$ cat config.mk
export PLATFORM = sky130hd
export DESIGN_NAME = icache_refill_flat
export DESIGN_NICKNAME = d
export VERILOG_FILES = /design/src/icache_pkg.sv /design/src/icache_if.sv /design/src/icache_refill.sv /design/src/flat_wrapper.sv
export SDC_FILE = /design/constraint.sdc
export NUM_CORES = 1
export LEC_CHECK = 0
export ABC_AREA = 0
export ABC_CLOCK_PERIOD_IN_PS = 1300
export BUFFER_PORTS_ARGS = -buffer_cell sky130_fd_sc_hd__buf_2
export CORE_UTILIZATION = 35
export CTS_BUF_LIST = sky130_fd_sc_hd__clkbuf_16
export DETAILED_ROUTE_END_ITERATION = 6
export HOLD_SLACK_MARGIN = 0.15
export PLACE_DENSITY = 0.8
export RECOVER_POWER = 50
export SETUP_SLACK_MARGIN = 0.2
export SLEW_MARGIN = 20
export SYNTH_ARGS = -nofsm -noshare
export SYNTH_HDL_FRONTEND = slang
export SYNTH_SLANG_ARGS = --single-unit
$ cat constraint.sdc
create_clock -name clk -period 1.3 [get_ports clk]
set_input_delay 0.26 -clock clk [delete_from_list [all_inputs] [get_ports clk]]
set_output_delay 0.26 -clock clk [all_outputs]
set_load 0.05 [all_outputs]
$ cat src/icache_pkg.sv
`default_nettype none

package icache_pkg;

	// word and address width
	localparam int unsigned WORD_W      = 32;

	// cache geometry
	localparam int unsigned NUM_WAYS    = 4;
	localparam int unsigned NUM_SETS    = 256;
	localparam int unsigned LINE_WORDS  = 16;   // words per line
	localparam int unsigned GROUP_WORDS = 4;    // words handed to fetch at once

	// address field positions, derived from the geometry
	localparam int unsigned WORD_LSB    = 2;    // 4 bytes per word
	localparam int unsigned GROUP_LSB   = WORD_LSB + $clog2(GROUP_WORDS);   // 4
	localparam int unsigned INDEX_LSB   = WORD_LSB + $clog2(LINE_WORDS);    // 6
	localparam int unsigned TAG_LSB     = INDEX_LSB + $clog2(NUM_SETS);     // 14

	typedef logic [WORD_W-1:0]                         addr_t;      // byte address
	typedef logic [WORD_W-1:0]                         word_t;      // one bus word
	typedef logic [GROUP_WORDS*WORD_W-1:0]             group_t;     // four words to fetch
	typedef logic [LINE_WORDS*WORD_W-1:0]              line_t;      // whole 16 word line
	typedef logic [WORD_W-TAG_LSB-1:0]                 tag_t;       // addr 31:14
	typedef logic [$clog2(NUM_SETS)-1:0]               index_t;     // addr 13:6
	typedef logic [$clog2(LINE_WORDS)-1:0]             word_sel_t;  // word inside line
	typedef logic [$clog2(LINE_WORDS/GROUP_WORDS)-1:0] group_sel_t; // addr 5:4
	typedef logic [$clog2(NUM_WAYS)-1:0]               way_t;
	typedef logic [NUM_WAYS-2:0]                       plru_t;      // tree bits of one set

	// lookup controller states
	typedef enum logic [1:0] {
		IDLE,   // waiting for a fetch request
		LOOKUP, // array read and tag compare
		MISS    // line refill in progress
	} ctrl_state_t;

endpackage

`default_nettype wire
$ cat src/icache_if.sv
`default_nettype none

// miss request from the lookup controller to the refill engine
interface miss_req_if;
	import icache_pkg::*;

	logic  start;      // one cycle, only while refill is idle
	addr_t line_addr;  // address that missed
	way_t  way;        // victim way
	logic  done;       // line complete, one cycle

	modport ctrl (output start, output line_addr, output way, input done);
	modport refill (input start, input line_addr, input way, output done);
endinterface

// refill write path into the way arrays
interface refill_if;
	import icache_pkg::*;

	logic      invalidate; // clear victim valid at refill start
	way_t      way;
	index_t    index;
	tag_t      tag;        // written with line_we
	word_sel_t word_sel;
	word_t     data;
	logic      word_we;    // one per bus word
	logic      line_we;    // after last word, tag + valid

	modport refill (
		output invalidate, output way, output index, output tag,
		output word_sel, output data, output word_we, output line_we
	);
	modport ways (
		input invalidate, input way, input index, input tag,
		input word_sel, input data, input word_we, input line_we
	);
endinterface

`default_nettype wire

$ cat src/icache_refill.sv
`default_nettype none

module icache_refill (
	input  wire logic                clk,
	input  wire logic                i_rst_n,
	miss_req_if.refill               i_miss,
	refill_if.refill                 o_fill,
	output logic                     o_bus_as,
	output icache_pkg::addr_t        o_bus_addr,
	input  wire logic                i_bus_ready,
	input  wire icache_pkg::word_t   i_bus_data
);
	import icache_pkg::*;

	word_sel_t cnt_q;        // next word to arrive
	way_t      way_q;        // latched victim
	logic      line_we_q;    // cycle after the last word
	logic      done_q;
	logic      busy;         // any refill phase still running
	logic      last_word;

	assign last_word = (cnt_q == word_sel_t'(LINE_WORDS - 1));
	assign busy      = o_bus_as | line_we_q | done_q;

	// control flops
	always_ff @(posedge clk or negedge i_rst_n) begin
		if (!i_rst_n) begin
			o_bus_as  <= 1'b0;
			cnt_q     <= '0;
			line_we_q <= 1'b0;
			done_q    <= 1'b0;
		end else begin
			line_we_q <= 1'b0;
			done_q    <= line_we_q;   // done one cycle after the tag write
			if (i_miss.start) begin
				o_bus_as <= 1'b1;
				cnt_q    <= '0;
			end else if (o_bus_as && i_bus_ready) begin
				cnt_q <= cnt_q + 1'b1;   // wraps to 0 after word 15
				if (last_word) begin
					o_bus_as  <= 1'b0;
					line_we_q <= 1'b1;
				end
			end
		end
	end

	// line base and victim, held for the whole refill
	always_ff @(posedge clk) begin
		if (i_miss.start) begin
			o_bus_addr <= {i_miss.line_addr[WORD_W-1:INDEX_LSB], {INDEX_LSB{1'b0}}};
			way_q      <= i_miss.way;
		end
	end

	// invalidate goes out with start itself, so the victim is clear
	// by the edge at which o_bus_as rises
	assign o_fill.invalidate = i_miss.start;
	assign o_fill.way        = i_miss.start ? i_miss.way : way_q;
	assign o_fill.index      = i_miss.start ? i_miss.line_addr[INDEX_LSB +: $bits(index_t)]
	                                        : o_bus_addr[INDEX_LSB +: $bits(index_t)];
	assign o_fill.tag        = o_bus_addr[TAG_LSB +: $bits(tag_t)];
	assign o_fill.word_sel   = cnt_q;
	assign o_fill.data       = i_bus_data;
	assign o_fill.word_we    = o_bus_as & i_bus_ready;   // strobes outside as are dropped
	assign o_fill.line_we    = line_we_q;
	assign i_miss.done       = done_q;

	// controller waits for done before it can miss again
	a_start_idle : assert property (
		@(posedge clk) disable iff (!i_rst_n)
		i_miss.start |-> !busy
	) else $error("miss start while refill busy");

endmodule

`default_nettype wire

$ cat src/flat_wrapper.sv
// flat-port wrapper written by rule: the top's interface ports become plain ports
module icache_refill_flat import icache_pkg::*;
  (clk, i_rst_n, o_bus_as, o_bus_addr, i_bus_ready, i_bus_data, i_miss_start, i_miss_line_addr, i_miss_way, i_miss_done, o_fill_invalidate, o_fill_way, o_fill_index, o_fill_tag, o_fill_word_sel, o_fill_data, o_fill_word_we, o_fill_line_we);
  miss_req_if i_miss_i ();
  refill_if o_fill_i ();
  input  wire logic clk;
  input  wire logic i_rst_n;
  output logic o_bus_as;
  output icache_pkg::addr_t o_bus_addr;
  input  wire logic i_bus_ready;
  input  wire icache_pkg::word_t i_bus_data;
  input wire logic [$bits(i_miss_i.start)-1:0] i_miss_start;
  input wire logic [$bits(i_miss_i.line_addr)-1:0] i_miss_line_addr;
  input wire logic [$bits(i_miss_i.way)-1:0] i_miss_way;
  output wire logic [$bits(i_miss_i.done)-1:0] i_miss_done;
  output wire logic [$bits(o_fill_i.invalidate)-1:0] o_fill_invalidate;
  output wire logic [$bits(o_fill_i.way)-1:0] o_fill_way;
  output wire logic [$bits(o_fill_i.index)-1:0] o_fill_index;
  output wire logic [$bits(o_fill_i.tag)-1:0] o_fill_tag;
  output wire logic [$bits(o_fill_i.word_sel)-1:0] o_fill_word_sel;
  output wire logic [$bits(o_fill_i.data)-1:0] o_fill_data;
  output wire logic [$bits(o_fill_i.word_we)-1:0] o_fill_word_we;
  output wire logic [$bits(o_fill_i.line_we)-1:0] o_fill_line_we;
  assign i_miss_i.start = i_miss_start;
  assign i_miss_i.line_addr = i_miss_line_addr;
  assign i_miss_i.way = i_miss_way;
  assign i_miss_done = i_miss_i.done;
  assign o_fill_invalidate = o_fill_i.invalidate;
  assign o_fill_way = o_fill_i.way;
  assign o_fill_index = o_fill_i.index;
  assign o_fill_tag = o_fill_i.tag;
  assign o_fill_word_sel = o_fill_i.word_sel;
  assign o_fill_data = o_fill_i.data;
  assign o_fill_word_we = o_fill_i.word_we;
  assign o_fill_line_we = o_fill_i.line_we;
  icache_refill u_core (.clk(clk), .i_rst_n(i_rst_n), .i_miss(i_miss_i), .o_fill(o_fill_i), .o_bus_as(o_bus_as), .o_bus_addr(o_bus_addr), .i_bus_ready(i_bus_ready), .i_bus_data(i_bus_data));
endmodule
* Yosys cells after proc, flatten, opt, wreduce, memory -nomap -nowiden
Index checks and enable logic that the tools add are counted.
** Word-level totals
- Input bits :: 70
- Logic and storage cells :: 23
- Memory bits (writable) :: 0
- Bits in latches :: 0
- ROM bits :: 0
- Memories kept :: 0
- Output and inout bits :: 101
- Register bits after elaboration :: 35
** Operators by class
- Equality and inequality tests :: 1
- $mul :: 0
- Multiplexer cells :: 10
- $lt $le $gt $ge :: 0
- $add $sub $neg :: 1
- Bitwise gates (word level) :: 1
- Reduce and logical (&&, ||, !) cells :: 4
- Divide/modulo/power cells :: 0
- Shifts and indexed selects :: 0
** Operators with widths (count)
- 4-bit 2-to-1 mux :: 2
- 8-bit 2-to-1 mux :: 1
- 1-bit 2-to-1 mux :: 6
- 4-bit by 1-bit adder with 4-bit output (second input constant) :: 1
- 4-bit == test (second input constant) :: 1
- 2-bit nonzero test :: 2
- 2-bit 2-to-1 mux :: 1
- 2-bit AND reduction :: 1
- 1-bit bitwise AND :: 1
- 1-bit logical AND :: 1

* Depth between registers and ports, before layout
- Word-level depth :: 4
- Mapped depth :: 4
- Depth with buffers taken out :: 4

* Worst setup path before layout
No wires, ideal clock.
- Path type :: reg2out
- Start point :: reg u_core.o_bus_as
- End point :: out o_fill_word_we
- Buffers on the path :: 0
- Arrival time :: 1154 ps
- Stages on the path, launching flop included :: 3
- Data required time :: 1040 ps
- Slack :: -114 ps
- Cells stage by stage :: dfrtp_1 nand2_2 inv_1
** Between the ends
- Word-level cells in the longest chain between the ends :: 1
** Ends and longest elaborated chain
- start, declared :: line icache_refill.sv:8 : output logic o_bus_as,
- start signal, assigned :: line icache_refill.sv:28 : o_bus_as <= 1'b0;
- start signal, assigned :: line icache_refill.sv:36 : o_bus_as <= 1'b1;
- start signal, assigned :: line icache_refill.sv:41 : o_bus_as <= 1'b0;
- 1-bit bitwise AND :: line icache_refill.sv:65 : assign o_fill.word_we = o_bus_as & i_bus_ready;
- end, declared :: line flat_wrapper.sv:22 : output wire logic [$bits(o_fill_i.word_we)-1:0] o_fill_word_we;
No other way between the ends.

* Final worst setup path
- Start point :: reg u_core.o_bus_addr[13]
- End point :: out o_fill_index[7]
** Between the ends
- Word-level cells in the longest chain between the ends :: 1
** Ends and longest elaborated chain
- start, declared :: line icache_refill.sv:9 : output icache_pkg::addr_t o_bus_addr,
- start signal, assigned :: line icache_refill.sv:51 : o_bus_addr <= {i_miss.line_addr[WORD_W-1:INDEX_LSB], {INDEX_LSB{1'b0}}};
- 8-bit 2-to-1 mux :: line icache_refill.sv:60 : assign o_fill.index = i_miss.start ? i_miss.line_addr[INDEX_LSB +: $bits(index_t)]
- end, declared :: line flat_wrapper.sv:18 : output wire logic [$bits(o_fill_i.index)-1:0] o_fill_index;
No other way between the ends.

==> results.cfg <==
[die]
core-area_um2 = 4440
initial_utilization = 0.374
die-area_um2 = 5030
fp-row-count = 24
fp.dieW_um = 70.9
die_h_um = 70.9
io_pins = 171

[clocking]
clkSinkCount = 35
h-tree-depth = 2
clock_latency_ns = 0.27
numCtsBuffers = 5
ctsRootBufferMaster = clkbuf_16
cts_tree = built
clk_pin_slew_ns = 0.05
clockBufferDepth = 2

[cells_and_area]
synthToLayoutAreaGrowth_pct = 61.6
final_cell_mix = buf_6 (52), edfxtp_1 (26), buf_2 (22), buf_4 (16), buf_8 (14)
antenna_cells = 0
final_common_cell = buf_6
nets = 268
drive_above_1_share = 0.697
stdcell_count = 250

[placed_design]
place_congestion = 0.806
port_buffers = 94
dp_cells = 222
hpwl_um = 2910

[global_routing]
grt_pass1_vias = 1290
grt_first_pass_wirelength_um = 7070
grt_antenna_before_repair = 0
overflow = 0
grt_usage = 0.194
grt_max_degree = 12

[route]
drtIter0Drc = 59
final_antenna_net_count = 0
drc = 26
vias = 1202
drt-pass1-iter-count = 5
wl_per_cell_um = 20.6
drt_wl_total_um = 5150
vias_per_cell = 4.81

[sta]
layout_setup_ws_ns = -0.0843
period_minus_slack_ns = 1.38
tns_ns = -0.672
grt_setup_unrepaired = yes
hold_violations = 0
setup_violations = 12
period_share = 1.06
finalMaxSlewViolations = 0
clock_skew_ns = 0.00103
fmax_mhz = 722

[status]
status = complete, but fails checks
violations = DRC, setup timing

[synthesis]
yosys.area.top_type = edfxtp_1
synth_top_area_share = 0.470
syn-instance-count = 124
ys_seq_area_frac = 0.599
yosys-top-cells-area = edfxtp_1 (47%), buf_4 (26%), dfrtp_1 (11%)
yosys_warnings = 0
ys_seq_elements = 35
syn_avg_cell_area_um2 = 13.4
synth_area_um2 = 1660
ys_types = 20

[setup_path]
critPathTopFamily = flip-flops
cpMaxStageDelayCell = edfxtp_1
endpoint_kind = output pin
critPathBufInv = 1
path_max_fanout = 2
cp-start-kind = flip-flop
cp.arrival_ns = 1.12
required_ns = 1.04
slowest_delay_ns = 0.40
critical_path_class = reg2out
path_cells = mux2_4, buf_6

[job]
maxCapViolCount = 0

[power_and_ir_drop]
ir_worst_vdd_uv = 508
power_leakage_nw = 1.19
power.density_nw_per_um2 = 1360

[min_path]
hold_class = in2reg
-- cells in the mapped netlist --
cell and number:
edfxtp_1 26, nand4_1 1, ha_1 1, dfxtp_1 2
nor3_1 1, nand3_1 3, buf_4 57, buf_2 2
xor2_1 2, nand2_1 2, a21oi_1 2, o21ai_0 1
nand2_2 1, mux2_2 10, or3_1 1, a21o_2 1
dfrtp_1 7, conb_1 1, nor2_1 2, inv_1 1
-- worst reg2reg max path, cell delays in order (launching register included) --
cell and delay [ns]:
dfrtp_2 0.42, nand2_4 0.08, buf_6 0.12, or3_4 0.32
a21oi_2 0.16
-- power breakdown --
group	switching [mW]	internal [mW]	total, mW
Combinational	0.741	0.446	1.19
Clock	0.417	0.695	1.11
Sequential	0.0696	1.30	1.36
Total	1.23	2.44	3.66
-- path summary, 6_finish.rpt --
path,slack (ns),start,depth (start not counted),endpoint
min in group asynchronous,0.45,i_rst_n,2,u_core.i_miss.done$_DFF_PN0_
max in group asynchronous,0.54,i_rst_n,2,u_core.o_fill.word_sel[3]$_DFFE_PN0P_
max,-0.08,u_core.o_bus_addr[13]$_DFFE_PP_,2,o_fill_index[7]
min,0.16,i_miss_line_addr[17],1,u_core.o_bus_addr[17]$_DFFE_PP_
min reg2reg,0.39,u_core.o_fill.line_we$_DFF_PN0_,0,u_core.i_miss.done$_DFF_PN0_
max reg2reg,0.13,u_core.o_bus_as$_DFFE_PN0P_,4,u_core.o_fill.word_sel[3]$_DFFE_PN0P_
-- cell type report --
| type | instances | area (um^2) |
|---|---|---|
| Multi-Input combinational cell | 34 | 333 |
| Clock inverter | 3 | 15.0 |
| Inverter | 1 | 3.75 |
| Fill cell | 325 | 1760 |
| Sequential cell | 35 | 1000 |
| Clock buffer | 5 | 125 |
| Timing Repair Buffer | 120 | 1140 |
| Tap cell | 52 | 65.1 |
-- sequential cells by signal (all words and copies together) (netlist names) --
| register | cells |
|---|---|
| u_core.o_bus_addr | 26 |
| u_core.way_q | 2 |
| u_core.o_fill.word_sel | 4 |
| u_core.i_miss.done | 1 |
| u_core.o_bus_as | 1 |
| u_core.o_fill.line_we | 1 |
-- through the flow --
stage | setup WS (ns) | hold slack (ns) | total power [mW] | area, um^2 | utilization
CTS | -0.0788 | 0.154 | 3.65 | 2620 | 0.590
global route | -0.109 | 0.156 | 3.78 | 2690 | 0.604
finish | -0.0843 | 0.163 | 3.66 | 2690 | 0.604
floorplan | 0.0168 | -0.0356 | 2.39 | 1840 | -
detailed placement | -0.0661 | 0.103 | 2.24 | 1900 | 0.427
global placement | -0.0614 | 0.104 | 2.23 | 1900 | 0.427
-- cell families after synthesis --
logic type	share of synthesized area
DFF	0.599
other	0.00226
buffers and inverters	0.266
muxes	0.0678
xor gates and xnor gates	0.0105
AOI/OAI and AO/OA	0.0143
and+or+nand+nor	0.0324
adders and majority gates	0.00753
-- per-layer routing --
metal  global-route usage  wire length, um  vias up
li1                     -                -      507
met1                0.172             1500      568
met2                0.365             2850       78
met3               0.0484              438       49
met4                0.158              360        0
met5                    0                0        -
-- repair_timing --
| item | in CTS | in global routing |
|---|---|---|
| endpoints found under the setup margin | 63 | 64 |
| hold buffers | 1 | 0 |
| resized for setup | 141 | 15 |
| setup buffers | 14 | 5 |
| endpoints found under the hold margin | 7 | 0 |
| pin swaps | 4 | 5 |
Power figures use the tool's default switching activity.
